File: config.mk
export PLATFORM = sky130hd
export DESIGN_NAME = rv_slice_top
export DESIGN_NICKNAME = d
export VERILOG_FILES = /design/src/rv_slice_pkg.sv /design/src/rv_slice_top.sv /design/src/result_commit.sv /design/src/alu_execute.sv /design/src/id_stage.sv /design/src/instr_decoder.sv /design/src/rvc_expander.sv
export SDC_FILE = /design/constraint.sdc
export NUM_CORES = 2
export LEC_CHECK = 0
export BUFFER_PORTS_ARGS = -buffer_cell sky130_fd_sc_hd__buf_2
export CORE_MARGIN = 5
export CORE_UTILIZATION = 45
export CTS_CLUSTER_SIZE = 8
export DETAILED_ROUTE_END_ITERATION = 8
export SYNTH_ARGS = -nofsm -noshare
export SYNTH_HDL_FRONTEND = slang
export SYNTH_SLANG_ARGS = --single-unit
File: constraint.sdc
create_clock -name clk_i -period 7.9 [get_ports clk_i]
set_input_delay 2.37 -clock clk_i [delete_from_list [all_inputs] [get_ports clk_i]]
set_output_delay 2.37 -clock clk_i [all_outputs]
set_load 0.01 [all_outputs]
File: src/rv_slice_pkg.sv
/*
 * RV32 integer slice package
 * operation codes and the structs passed between fetch, decode, execute and commit
 */
`default_nettype none

package rv_slice_pkg;

    localparam int unsigned NR_REGS = 32; // architectural integer registers

    // --------------------
    // operation codes
    // --------------------
    typedef enum logic [2:0] {
        OP_ADD,
        OP_SUB,
        OP_XOR,
        OP_OR,
        OP_AND,
        OP_SLL,
        OP_SRL,
        OP_LUI  // result is the immediate itself
    } alu_op_e;

    // --------------------
    // pipeline payloads
    // --------------------
    // what the fetch unit hands over
    typedef struct packed {
        logic [31:0] address;
        logic [31:0] instruction; // compressed ones sit in [15:0]
        logic        fault;       // fetch went wrong, do not execute
    } fetch_entry_t;

    // decoded instruction, held in the decode/issue register
    typedef struct packed {
        logic [31:0] pc;
        alu_op_e     op;
        logic [4:0]  rs1;
        logic [4:0]  rs2;
        logic [4:0]  rd;            // zero for illegal or faulting entries
        logic [31:0] imm;           // sign extended I or U immediate
        logic        use_imm;       // operand b is imm instead of rs2
        logic        illegal;
        logic        fault;
        logic        is_compressed;
    } issue_entry_t;

    // execute result, also the commit report
    typedef struct packed {
        logic [31:0] pc;
        logic [4:0]  rd;
        logic [31:0] data;
        logic        we;      // real register write, never x0
        logic        illegal;
        logic        fault;
    } commit_t;

endpackage

`default_nettype wire
File: src/rv_slice_top.sv
/*
 * RV32 pipeline slice top
 * decode, execute and commit stages in order
 */
`timescale 1ns/1ps
`default_nettype none

module rv_slice_top #(
    parameter bit ENABLE_RVC = 1'b1
) (
    input  logic                       clk_i,
    input  logic                       rst_ni,
    input  logic                       flush_i,
    input  logic                       fetch_valid_i,
    input  rv_slice_pkg::fetch_entry_t fetch_entry_i,
    output logic                       fetch_ready_o,
    input  logic                       commit_stall_i,
    output logic                       commit_valid_o,
    output rv_slice_pkg::commit_t      commit_o
);

    logic                       issue_valid;
    rv_slice_pkg::issue_entry_t issue_entry;
    logic                       issue_ack;
    logic [4:0]                 rs1_addr;
    logic [4:0]                 rs2_addr;
    logic [31:0]                rs1_data;
    logic [31:0]                rs2_data;
    logic                       ex_drain;
    logic                       ex_valid;
    rv_slice_pkg::commit_t      ex_result;

    id_stage #(.ENABLE_RVC(ENABLE_RVC)) i_id_stage (
        .clk_i, .rst_ni, .flush_i, .fetch_valid_i, .fetch_entry_i, .fetch_ready_o,
        .issue_valid_o ( issue_valid ),
        .issue_entry_o ( issue_entry ),
        .issue_ack_i   ( issue_ack   )
    );

    alu_execute i_alu_execute (
        .clk_i, .rst_ni,
        .issue_valid_i ( issue_valid ), .issue_entry_i ( issue_entry ),
        .issue_ack_o   ( issue_ack   ),
        .rs1_addr_o    ( rs1_addr    ), .rs2_addr_o    ( rs2_addr    ),
        .rs1_data_i    ( rs1_data    ), .rs2_data_i    ( rs2_data    ),
        .ex_drain_i    ( ex_drain    ),
        .ex_valid_o    ( ex_valid    ), .ex_result_o   ( ex_result   )
    );

    result_commit i_result_commit (
        .clk_i, .rst_ni, .commit_stall_i, .commit_valid_o, .commit_o,
        .ex_valid_i    ( ex_valid    ), .ex_result_i   ( ex_result   ),
        .ex_drain_o    ( ex_drain    ),
        .rs1_addr_i    ( rs1_addr    ), .rs2_addr_i    ( rs2_addr    ),
        .rs1_data_o    ( rs1_data    ), .rs2_data_o    ( rs2_data    )
    );

endmodule

`default_nettype wire

File: src/result_commit.sv
/*
 * result and commit stage
 * 32-entry register file, combinational read ports and the commit strobe
 */
`timescale 1ns/1ps
`default_nettype none

module result_commit (
    input  logic                  clk_i,
    input  logic                  rst_ni,
    input  logic                  ex_valid_i,
    input  rv_slice_pkg::commit_t ex_result_i,
    input  logic                  commit_stall_i,
    output logic                  ex_drain_o,
    input  logic [4:0]            rs1_addr_i,
    input  logic [4:0]            rs2_addr_i,
    output logic [31:0]           rs1_data_o,
    output logic [31:0]           rs2_data_o,
    output logic                  commit_valid_o,
    output rv_slice_pkg::commit_t commit_o
);

    logic [31:0] regs_q [rv_slice_pkg::NR_REGS];
    logic        commit_fire;    // retire edge

    assign ex_drain_o     = !commit_stall_i;
    assign commit_fire    = ex_valid_i && !commit_stall_i;
    assign commit_valid_o = ex_valid_i;    // strobe stays up while stalled
    assign commit_o       = ex_result_i;

    // --------------------
    // register file
    // --------------------
    always_ff @(posedge clk_i or negedge rst_ni) begin
        if (!rst_ni) begin
            for (int unsigned i = 0; i < rv_slice_pkg::NR_REGS; i++) begin
                regs_q[i] <= '0;
            end
        end else if (commit_fire && ex_result_i.we) begin
            regs_q[ex_result_i.rd] <= ex_result_i.data;
        end
    end

    // x0 is hardwired
    assign rs1_data_o = (rs1_addr_i == 5'd0) ? 32'd0 : regs_q[rs1_addr_i];
    assign rs2_data_o = (rs2_addr_i == 5'd0) ? 32'd0 : regs_q[rs2_addr_i];

    // we is built upstream in execute
    a_no_x0_write : assert property (@(posedge clk_i) disable iff (!rst_ni)
        (commit_fire && ex_result_i.we) |-> (ex_result_i.rd != 5'd0));

endmodule

`default_nettype wire

File: src/alu_execute.sv
/*
 * execute stage
 * issue acknowledge, operand read with forwarding, ALU and the result register
 */
`timescale 1ns/1ps
`default_nettype none

module alu_execute (
    input  logic                       clk_i,
    input  logic                       rst_ni,
    input  logic                       issue_valid_i,
    input  rv_slice_pkg::issue_entry_t issue_entry_i,
    output logic                       issue_ack_o,
    output logic [4:0]                 rs1_addr_o,
    output logic [4:0]                 rs2_addr_o,
    input  logic [31:0]                rs1_data_i,
    input  logic [31:0]                rs2_data_i,
    input  logic                       ex_drain_i,  // commit takes the result this cycle
    output logic                       ex_valid_o,
    output rv_slice_pkg::commit_t      ex_result_o
);

    logic [31:0]           rs1_val;
    logic [31:0]           rs2_val;
    logic [31:0]           op_b;
    logic [31:0]           alu_res;
    rv_slice_pkg::commit_t ex_d;
    logic                  ex_valid_q;
    rv_slice_pkg::commit_t ex_q;

    assign issue_ack_o = issue_valid_i && (!ex_valid_q || ex_drain_i);

    // --------------------
    // operands
    // --------------------
    assign rs1_addr_o = issue_entry_i.rs1;
    assign rs2_addr_o = issue_entry_i.rs2;

    // register file is written at the end of this cycle, so bypass it
    assign rs1_val = (ex_valid_q && ex_q.we && ex_q.rd == issue_entry_i.rs1) ?
                     ex_q.data : rs1_data_i;
    assign rs2_val = (ex_valid_q && ex_q.we && ex_q.rd == issue_entry_i.rs2) ?
                     ex_q.data : rs2_data_i;
    assign op_b    = issue_entry_i.use_imm ? issue_entry_i.imm : rs2_val;

    // --------------------
    // alu
    // --------------------
    always_comb begin
        alu_res = '0;
        unique case (issue_entry_i.op)
            rv_slice_pkg::OP_ADD: alu_res = rs1_val + op_b;
            rv_slice_pkg::OP_SUB: alu_res = rs1_val - op_b;
            rv_slice_pkg::OP_XOR: alu_res = rs1_val ^ op_b;
            rv_slice_pkg::OP_OR:  alu_res = rs1_val | op_b;
            rv_slice_pkg::OP_AND: alu_res = rs1_val & op_b;
            rv_slice_pkg::OP_SLL: alu_res = rs1_val << op_b[4:0]; // shamt is 5 bits
            rv_slice_pkg::OP_SRL: alu_res = rs1_val >> op_b[4:0];
            rv_slice_pkg::OP_LUI: alu_res = op_b;
            default:              alu_res = '0;
        endcase
    end

    always_comb begin
        ex_d.pc      = issue_entry_i.pc;
        ex_d.rd      = issue_entry_i.rd;
        ex_d.data    = alu_res;
        ex_d.illegal = issue_entry_i.illegal;
        ex_d.fault   = issue_entry_i.fault;
        ex_d.we      = !issue_entry_i.illegal && !issue_entry_i.fault &&
                       (issue_entry_i.rd != 5'd0);
    end

    // --------------------
    // result register
    // --------------------
    always_ff @(posedge clk_i or negedge rst_ni) begin
        if (!rst_ni) begin
            ex_valid_q <= 1'b0;
        end else if (issue_ack_o) begin
            ex_valid_q <= 1'b1;
        end else if (ex_drain_i) begin
            ex_valid_q <= 1'b0;
        end
    end

    always_ff @(posedge clk_i) begin
        if (issue_ack_o) ex_q <= ex_d;
    end

    assign ex_valid_o  = ex_valid_q;
    assign ex_result_o = ex_q;

    // a stalled result is neither overwritten nor lost
    a_hold_full : assert property (@(posedge clk_i) disable iff (!rst_ni)
        (ex_valid_o && !ex_drain_i) |-> !issue_ack_o ##1 (ex_valid_o && $stable(ex_result_o)));

endmodule

`default_nettype wire

File: src/id_stage.sv
/*
 * instruction decode stage
 * fetch handshake, optional RVC expansion, decode and the one-deep issue register
 */
`timescale 1ns/1ps
`default_nettype none

module id_stage #(
    parameter bit ENABLE_RVC = 1'b1
) (
    input  logic                       clk_i,
    input  logic                       rst_ni,
    input  logic                       flush_i,
    input  logic                       fetch_valid_i,
    input  rv_slice_pkg::fetch_entry_t fetch_entry_i,
    output logic                       fetch_ready_o,
    output logic                       issue_valid_o,
    output rv_slice_pkg::issue_entry_t issue_entry_o,
    input  logic                       issue_ack_i     // execute sampled the entry
);

    logic [31:0]                instr;          // expanded word
    logic                       rvc_illegal;
    logic                       is_compressed;
    rv_slice_pkg::issue_entry_t decoded;
    logic                       push;
    logic                       valid_q;
    rv_slice_pkg::issue_entry_t entry_q;

    // --------------------
    // decode
    // --------------------
    if (ENABLE_RVC) begin : gen_rvc
        rvc_expander i_rvc_expander (
            .instr_i         ( fetch_entry_i.instruction ),
            .instr_o         ( instr                     ),
            .illegal_o       ( rvc_illegal               ),
            .is_compressed_o ( is_compressed             )
        );
    end else begin : gen_no_rvc
        // a 16-bit word has no 32-bit opcode, so the decoder rejects it
        assign instr         = fetch_entry_i.instruction;
        assign rvc_illegal   = 1'b0;
        assign is_compressed = 1'b0;
    end

    instr_decoder i_instr_decoder (
        .pc_i            ( fetch_entry_i.address ),
        .instr_i         ( instr                 ),
        .is_compressed_i ( is_compressed         ),
        .is_illegal_i    ( rvc_illegal           ),
        .fault_i         ( fetch_entry_i.fault   ),
        .entry_o         ( decoded               )
    );

    // --------------------
    // decode/issue register
    // --------------------
    // room when empty or emptied by the ack this cycle
    assign fetch_ready_o = (!valid_q || issue_ack_i) && !flush_i;
    assign push          = fetch_valid_i && fetch_ready_o;

    assign issue_valid_o = valid_q;
    assign issue_entry_o = entry_q;

    always_ff @(posedge clk_i or negedge rst_ni) begin
        if (!rst_ni) begin
            valid_q <= 1'b0;
        end else if (flush_i) begin
            valid_q <= 1'b0;               // flush wins over ack and push
        end else if (push) begin
            valid_q <= 1'b1;
        end else if (issue_ack_i) begin
            valid_q <= 1'b0;
        end
    end

    always_ff @(posedge clk_i) begin
        if (push) entry_q <= decoded;      // payload only
    end

    // a flushed cycle neither takes an entry nor leaves one for execute
    a_flush_drops : assert property (@(posedge clk_i) disable iff (!rst_ni)
        flush_i |-> !fetch_ready_o ##1 !issue_valid_o);

endmodule

`default_nettype wire

File: src/instr_decoder.sv
/*
 * instruction decoder
 * combinational decode of a 32-bit RV32I word into an issue entry
 */
`timescale 1ns/1ps
`default_nettype none

module instr_decoder (
    input  logic [31:0]                pc_i,
    input  logic [31:0]                instr_i,
    input  logic                       is_compressed_i,
    input  logic                       is_illegal_i,   // from the expander
    input  logic                       fault_i,
    output rv_slice_pkg::issue_entry_t entry_o
);

    localparam logic [6:0] OPC_LUI    = 7'b0110111;
    localparam logic [6:0] OPC_OP_IMM = 7'b0010011;
    localparam logic [6:0] OPC_OP     = 7'b0110011;

    logic [6:0] opcode;
    logic [2:0] funct3;
    logic [6:0] funct7;
    logic       dec_illegal; // encoding not in the supported set

    assign opcode = instr_i[6:0];
    assign funct3 = instr_i[14:12];
    assign funct7 = instr_i[31:25];

    always_comb begin
        dec_illegal     = 1'b0;
        entry_o         = '0;
        entry_o.pc      = pc_i;
        entry_o.op      = rv_slice_pkg::OP_ADD;
        entry_o.rs1     = instr_i[19:15];
        entry_o.rs2     = instr_i[24:20];
        entry_o.rd      = instr_i[11:7];

        unique case (opcode)
            OPC_LUI: begin
                entry_o.op      = rv_slice_pkg::OP_LUI;
                entry_o.imm     = {instr_i[31:12], 12'b0};
                entry_o.use_imm = 1'b1;
                entry_o.rs1     = '0; // no source registers
                entry_o.rs2     = '0;
            end
            OPC_OP_IMM: begin
                entry_o.imm     = {{20{instr_i[31]}}, instr_i[31:20]};
                entry_o.use_imm = 1'b1;
                entry_o.rs2     = '0; // field belongs to the immediate
                unique case (funct3)
                    3'b000:  entry_o.op = rv_slice_pkg::OP_ADD; // addi
                    3'b100:  entry_o.op = rv_slice_pkg::OP_XOR; // xori
                    3'b110:  entry_o.op = rv_slice_pkg::OP_OR;  // ori
                    3'b111:  entry_o.op = rv_slice_pkg::OP_AND; // andi
                    default: dec_illegal = 1'b1;                // slti, shifts-by-imm, ...
                endcase
            end
            OPC_OP: begin
                if (funct7 == 7'b0000000) begin
                    unique case (funct3)
                        3'b000:  entry_o.op = rv_slice_pkg::OP_ADD;
                        3'b001:  entry_o.op = rv_slice_pkg::OP_SLL;
                        3'b100:  entry_o.op = rv_slice_pkg::OP_XOR;
                        3'b101:  entry_o.op = rv_slice_pkg::OP_SRL;
                        3'b110:  entry_o.op = rv_slice_pkg::OP_OR;
                        3'b111:  entry_o.op = rv_slice_pkg::OP_AND;
                        default: dec_illegal = 1'b1; // slt, sltu
                    endcase
                end else if (funct7 == 7'b0100000 && funct3 == 3'b000) begin
                    entry_o.op = rv_slice_pkg::OP_SUB;
                end else begin
                    dec_illegal = 1'b1; // sra and the M extension land here
                end
            end
            default: dec_illegal = 1'b1;
        endcase

        entry_o.illegal       = dec_illegal | is_illegal_i;
        entry_o.fault         = fault_i;
        entry_o.is_compressed = is_compressed_i;

        // nothing that will not execute may name a destination
        if (entry_o.illegal || fault_i) begin
            entry_o.rd = '0;
        end
    end

endmodule

`default_nettype wire

File: src/rvc_expander.sv
/*
 * compressed instruction expander
 * rebuilds C.LI, C.ADDI, C.MV and C.ADD as 32-bit ADDI/ADD, flags the rest
 */
`timescale 1ns/1ps
`default_nettype none

module rvc_expander (
    input  logic [31:0] instr_i,
    output logic [31:0] instr_o,
    output logic        illegal_o,
    output logic        is_compressed_o
);

    localparam logic [6:0] OPC_OP_IMM = 7'b0010011;
    localparam logic [6:0] OPC_OP     = 7'b0110011;

    logic [11:0] c_imm;   // 6-bit immediate sign extended to 12
    logic [4:0]  c_rd;    // rd/rs1 field of CI and CR formats
    logic [4:0]  c_rs2;

    assign c_imm = {{6{instr_i[12]}}, instr_i[12], instr_i[6:2]};
    assign c_rd  = instr_i[11:7];
    assign c_rs2 = instr_i[6:2];

    assign is_compressed_o = (instr_i[1:0] != 2'b11);

    always_comb begin
        instr_o   = instr_i; // 32-bit words pass untouched
        illegal_o = 1'b0;
        if (is_compressed_o) begin
            instr_o   = '0;
            illegal_o = 1'b1;   // cleared below for supported encodings
            unique case ({instr_i[1:0], instr_i[15:13]})
                5'b01_000: begin // C.ADDI -> addi rd, rd, imm
                    instr_o   = {c_imm, c_rd, 3'b000, c_rd, OPC_OP_IMM};
                    illegal_o = 1'b0;
                end
                5'b01_010: begin // C.LI -> addi rd, x0, imm
                    instr_o   = {c_imm, 5'd0, 3'b000, c_rd, OPC_OP_IMM};
                    illegal_o = 1'b0;
                end
                5'b10_100: begin
                    // rs2 == 0 would be C.JR/C.JALR/C.EBREAK, not supported
                    if (c_rs2 != 5'd0) begin
                        if (instr_i[12]) begin
                            // C.ADD -> add rd, rd, rs2
                            instr_o = {7'b0, c_rs2, c_rd, 3'b000, c_rd, OPC_OP};
                        end else begin
                            // C.MV -> add rd, x0, rs2
                            instr_o = {7'b0, c_rs2, 5'd0, 3'b000, c_rd, OPC_OP};
                        end
                        illegal_o = 1'b0;
                    end
                end
                default: ; // every other compressed encoding stays illegal
            endcase
        end
    end

endmodule

`default_nettype wire

# After elaboration in Yosys (flattened, before gate mapping)
# Index checks and enable logic that the tools add are counted.
dict set report word_totals {
  ff_bits 1183
  inputBits 70
  wordCells 158
  output_inout_bits 74
}
dict set report classes {
  reduce_logical 33
  shift 2
  order_cmp 4
  add_sub_neg 2
  bitwise_logic 7
  eq_ne 23
  n_mux 38
}
# cell n
set ops {}
lappend ops {{$bwmux W1024} 1}
lappend ops {{$mux W32} 11}
lappend ops {{$bmux W32 S5} 2}
lappend ops {{$pmux W32 S8} 1}
lappend ops {{$demux W32 S5} 1}
lappend ops {{$pmux W32 S3} 1}
lappend ops {{$pmux W33 S2} 1}
lappend ops {{$add A32 B32 Y32} 1}
lappend ops {{$and A32 B32 Y32} 1}
lappend ops {{$or A32 B32 Y32} 1}
lappend ops {{$shl A32 B5 Y32} 1}
lappend ops {{$shr A32 B5 Y32} 1}
lappend ops {{$sub A32 B32 Y32} 1}
lappend ops {{$xor A32 B32 Y32} 1}
lappend ops {{$mux W25} 1}
lappend ops {{$eq A3 B3 Y1 const B} 8}
lappend ops {{$eq A7 B6 Y1 const B} 3}
lappend ops {{$mux W20} 1}
lappend ops {{$ge A6 B6 Y1 const B} 3}
lappend ops {{$not A5 Y6} 3}
lappend ops {{$pmux W3 S3} 2}
lappend ops {{$pmux W3 S5} 1}
lappend ops {{$logic_and A1 B1 Y1} 12}
lappend ops {{$mux W1} 12}
lappend ops {{23 further kinds} 38}

# Depth between registers and ports, before layout
dict set report depth {
  word_depth 11
  depth_mapped 32
  mapped_depth_nobuf 23
}

# Cells and area by module
# A second synthesis with hierarchy kept.
dict set report unflattened {
  cells_unflattened 5680
  hier_area_um2 71656.2
}
# module area_per_inst_um2 cells_each seq_area_each_um2 instances
set modules_own_cells {}
lappend modules_own_cells {result_commit 55363.1 3740 25624.6 1}
lappend modules_own_cells {alu_execute 12353.1 1673 2187.1 1}
lappend modules_own_cells {id_stage 2647.5 91 2607.5 1}
lappend modules_own_cells {instr_decoder 897.1 122 0.0 1}
lappend modules_own_cells {rvc_expander 395.4 54 0.0 1}

# Worst setup path after synthesis
# No wires, ideal clock.
dict set report synth_timing {
  path_type {input port to flip-flop}
  start {input port commit_stall_i}
  end {register i_alu_execute.ex_q (netlist bit i_alu_execute.ex_result_o[0]) (enable)}
  setup_ps 612
  path_stages 1
  path_buffers 0
  required_time_ps 7288
  slack_ps -295
  arrival_ps 7583
  path_cell_list {a21boi_0}
}
dict set report synth_between {
  elab_chain_cells 3
}
# element line
set synth_lines {}
lappend synth_lines {{start, declared} rv_slice_top.sv:17} ;# input logic commit_stall_i,
lappend synth_lines {{$logic_not A1 Y1} result_commit.sv:26} ;# assign ex_drain_o = !commit_stall_i;
lappend synth_lines {{$logic_or A1 B1 Y1} alu_execute.sv:31} ;# assign issue_ack_o = issue_valid_i && (!ex_valid_q || ex_drain_i);
lappend synth_lines {{$logic_and A1 B1 Y1} alu_execute.sv:31}
lappend synth_lines {{end signal, assigned} alu_execute.sv:88} ;# if (issue_ack_o) ex_q <= ex_d;
lappend synth_lines {{end, declared} alu_execute.sv:29} ;# rv_slice_pkg::commit_t ex_q;
# Every way passes these cells.
# A chain may end at the register's enable or synchronous reset.

# Final worst setup path
dict set report layout_timing {
  start {register i_id_stage.entry_q (netlist bit i_id_stage.issue_entry_o[44])}
  end {register i_alu_execute.ex_q (netlist bit i_alu_execute.ex_result_o[31]) (data pin)}
}
dict set report layout_between {
  elab_chain_cells 9
  elab_cells_between_ends 18
  classes_between {add/sub (2); eq/ne (1); shift (2); mux (7); bitwise (4); reduce/logical (2)}
}
# element line
set layout_lines {}
lappend layout_lines {{start, declared} id_stage.sv:28} ;# rv_slice_pkg::issue_entry_t entry_q;
lappend layout_lines {{start signal, assigned} id_stage.sv:79} ;# if (push) entry_q <= decoded;
lappend layout_lines {{$not A5 Y6 (not written as such)} result_commit.sv:46} ;# assign rs2_data_o = (rs2_addr_i == 5'd0) ? 32'd0 : regs_q[rs2_addr_i];
lappend layout_lines {{$bmux W32 S5} result_commit.sv:46}
lappend layout_lines {{$mux W32 (not written as such) (2 in series)} result_commit.sv:46}
lappend layout_lines {{$mux W32} result_commit.sv:46}
lappend layout_lines {{$mux W32 *} alu_execute.sv:42} ;# assign rs2_val = (ex_valid_q && ex_q.we && ex_q.rd == issue_entry_i.rs2) ?
lappend layout_lines {{$mux W32 *} alu_execute.sv:44} ;# assign op_b = issue_entry_i.use_imm ? issue_entry_i.imm : rs2_val;
lappend layout_lines {{$sub A32 B32 Y32 (tied with other cells)} alu_execute.sv:53} ;# rv_slice_pkg::OP_SUB: alu_res = rs1_val - op_b;
lappend layout_lines {{$pmux W32 S8 *} alu_execute.sv:51} ;# unique case (issue_entry_i.op)
lappend layout_lines {{named net i_alu_execute.alu_res[28]} alu_execute.sv:26} ;# logic [31:0] alu_res;
# Mark *: on every way through the listed nets, which the timed path passes. The rest lies on a longest branch. The select of a mux whose other input is x is not followed.

==> results.sh <==
export IMPL_worst_slack_ns=0.727
export IMPL_mostFrequentLayoutCells="mux2_2, dfrtp_1, mux4_2"
export IMPL_synthMuxAreaShare=0.362
export IMPL_async_flop_share=0.867
export IMPL_path_class="flop to flop"
export IMPL_root_buffer="clkbuf_16"
export IMPL_post_route_min_period_ns=7.17
export IMPL_ios=144
export IMPL_setup_viol=0
export IMPL_grt_pass1_wl_mm=385
export IMPL_outcome="finished clean"
export IMPL_synth_compound_area_share=0.0819
export IMPL_num_rows=143
export IMPL_timing_rr_end="i_alu_execute.ex_result_o[31]$_DFFE_PP_"
export IMPL_crit_path_max_incr_delay_ns=0.68
export IMPL_yosysWarnings=0
export IMPL_antenna_found_initial=13
export IMPL_holdBufCountCts=0
export IMPL_p_leak_nw=34.2
export IMPL_ys_types=88
export IMPL_maxCapViolations=0
export IMPL_min_delay_start="i_id_stage.issue_entry_o[55]$_DFFE_PP_"
export IMPL_ant_nets=0
export IMPL_final_setup_tns_ns=0
export IMPL_synth_flop_cell="dfrtp_1"
export IMPL_die_height_um=401
export IMPL_cts_path_max_buffers=3
export IMPL_dp_hpwl_mm=173
export IMPL_slew_viol_final=0
export IMPL_peakVddDrop_uv=221
export IMPL_synth_area_um2=68900
export IMPL_syn_avg_cell_area_um2=12.9
export IMPL_skew_ns=0.0602
export IMPL_vias_per_cell=6.84
export IMPL_wl_per_cell_um=35.7
export IMPL_hp_class="flop to flop"
export IMPL_slew_headroom=0.129
export IMPL_synthToLayoutAreaGrowth_pct=11.9
export IMPL_hold_depth=0
export IMPL_die_x_um=401
export IMPL_crit_slowest_cell="edfxtp_1"
export IMPL_htree_levels=4
export IMPL_worstPathMaxFanout=22
export IMPL_post_route_period_util=0.908
export IMPL_synth_fa_ha_area_frac=0.0179
export IMPL_synth_xor_area_frac=0.00827
export IMPL_drtIter0Drc=6657
export IMPL_syn_inst=5354
export IMPL_clkSinkCount=1183
export IMPL_end_kind="flop"
export IMPL_reg2reg_depth=25
export IMPL_vias=51320
export IMPL_die_area_um2=161000
export IMPL_cts_resized=0
export IMPL_start_util=0.453
export IMPL_track_usage=0.327
export IMPL_drt_wl_total_mm=268
export IMPL_start_kind="flop"
export IMPL_first_pass_iters=6
export IMPL_cts_setup_buffers=0
export IMPL_fillerInstances=13183
export IMPL_final_common_cell="mux2_2"
export IMPL_gp_congestion=0.984
export IMPL_p_per_area_nw_per_um2=204
export IMPL_drc=0
export IMPL_core_area_um2=152000
export IMPL_worstSkewPairLatency_ns=0.82
export IMPL_fin_util=0.507
export IMPL_worstPathArrival_ns=7.71
export IMPL_instances_no_fill=7504
export IMPL_fin_nets=5593
export IMPL_rsz0062_at_grt="no"
export IMPL_portBuffers=143
export IMPL_cts_buffers=167
export IMPL_power_total_mw=15.7
export IMPL_cp_data_required_time_ns=8.44
export IMPL_finalHoldViolCount=0
export IMPL_cts_tree="yes"
export IMPL_grt_max_degree=167
export IMPL_yosys_area_share_simple=0.0526
export IMPL_grt_ovfl_total=0
export IMPL_path_common_cell="buf_4"
export IMPL_place_ws_ns=0.938
export IMPL_timing_rr_start="i_id_stage.issue_entry_o[44]$_SDFFCE_PP0P_"
export IMPL_max_freq_ghz=0.139
export IMPL_clk_pin_slew_worst_paths_ns=0.05
export IMPL_synth_top_family_by_area="multiplexers"
export IMPL_tightest_slew_ns=1.30
export IMPL_synth_seq_cells=1183
export IMPL_syn_nets=5522
export IMPL_r2r_slack_ns=0.73
export IMPL_ys_seq_area_frac=0.441
export IMPL_grt_pass1_vias=51045
export IMPL_hold_end="i_alu_execute.ex_result_o[41]$_DFFE_PP_"
export IMPL_numPlacedInstances=7286
export IMPL_drive_above_1_share=0.399
export IMPL_synth_edf_count=157
[final cells by class]
type                            count  area (µm²)  area share
Clock buffer                      195        4320      0.0560
Clock inverter                     17         317     0.00411
Tap cell                         2030        2540      0.0329
Antenna cell                        6        15.0    0.000195
Sequential cell                  1183       30400       0.394
Timing Repair Buffer              404        2910      0.0378
Inverter                           86         323     0.00419
Multi-Input combinational cell   3583       36300       0.471
[worst max-delay path, delay by kind of cell (launching register included)]
kind	cells	cell delay, ns
simple gates	6	0.84
xor+xnor	1	0.11
buf+inv	4	1.29
mux	2	0.45
fa+ha+maj	1	0.35
compound gates	11	3.16
flops	1	0.68
[Yosys cell counts (all sizes together) (13+ instances only)]
cell type	count	area, µm²
a21oi	160	801
o22ai	69	432
buf	181	941
a22oi	87	653
a2111oi	15	206
and3	28	175
nand2b	21	131
nand4	24	150
edfxtp	157	4710
inv	85	319
clkbuf	321	1210
a32o	26	260
xnor2	52	455
nor2	220	828
o221ai	30	263
mux2	1054	11900
o21ai	182	911
ha	97	1210
nand2	288	1080
a221oi	25	219
a211oi	64	480
nand3	49	245
o211ai	32	240
nor2b	28	175
a31oi	20	125
nor3	48	250
a21o	17	128
xor2	13	114
and2	29	181
mux2i	298	2980
dfrtp	1026	25700
mux4	448	10100
[worst max-delay path by stage]
stage	startpoint	end	slack, ns	cells after the start
3_5_place_dp	i_id_stage.issue_entry_o[41]$_SDFFCE_PP0P_	i_alu_execute.ex_result_o[33]$_DFFE_PP_	0.94	22
2_1_floorplan	i_id_stage.issue_entry_o[42]$_SDFFCE_PP0P_	i_alu_execute.ex_result_o[32]$_DFFE_PP_	1.28	30
5_1_grt	i_id_stage.issue_entry_o[44]$_SDFFCE_PP0P_	i_alu_execute.ex_result_o[31]$_DFFE_PP_	0.35	23
3_3_place_gp	i_id_stage.issue_entry_o[44]$_SDFFCE_PP0P_	i_alu_execute.ex_result_o[33]$_DFFE_PP_	0.95	25
6_report	i_id_stage.issue_entry_o[44]$_SDFFCE_PP0P_	i_alu_execute.ex_result_o[31]$_DFFE_PP_	0.73	25
4_1_cts	i_id_stage.issue_entry_o[41]$_SDFFCE_PP0P_	i_alu_execute.ex_result_o[33]$_DFFE_PP_	0.92	22
[per-stage QoR]
step | hold WS (ns) | cell area (µm²)
floorplan | 0.400 | 68900
global placement | 0.400 | 72400
detailed placement | 0.405 | 72400
CTS | 0.412 | 77100
global route | 0.416 | 77100
finish | 0.412 | 77100
[metal layers]
metal  track usage  wire (µm)  vias to the layer above
met5             0          0                        -
met4         0.159      15300                        0
met3        0.0791      26300                      726
met2         0.492     119000                     2971
met1         0.448     107000                    27030
li1              -          -                    20593
[where the power goes]
part	internal [mW]	switching [mW]
combinational	0.928	1.35
sequential	6.53	0.252
clock	3.82	2.81
[registers in the layout, summed over array words and instances, names as in the netlist]
name	count
i_alu_execute.ex_valid_o	1
i_result_commit.regs_q	1024
i_id_stage.issue_valid_o	1
i_alu_execute.ex_result_o	72
i_id_stage.issue_entry_o	85
[cell families after synthesis]
logic type	Yosys count
AOI/OAI and AO/OA	832
xor gates and xnor gates	65
adders and majority gates	98
buffers and inverters	588
DFF	1183
muxes	1800
and+or+nand+nor	788
Power figures use the tool's default switching activity.
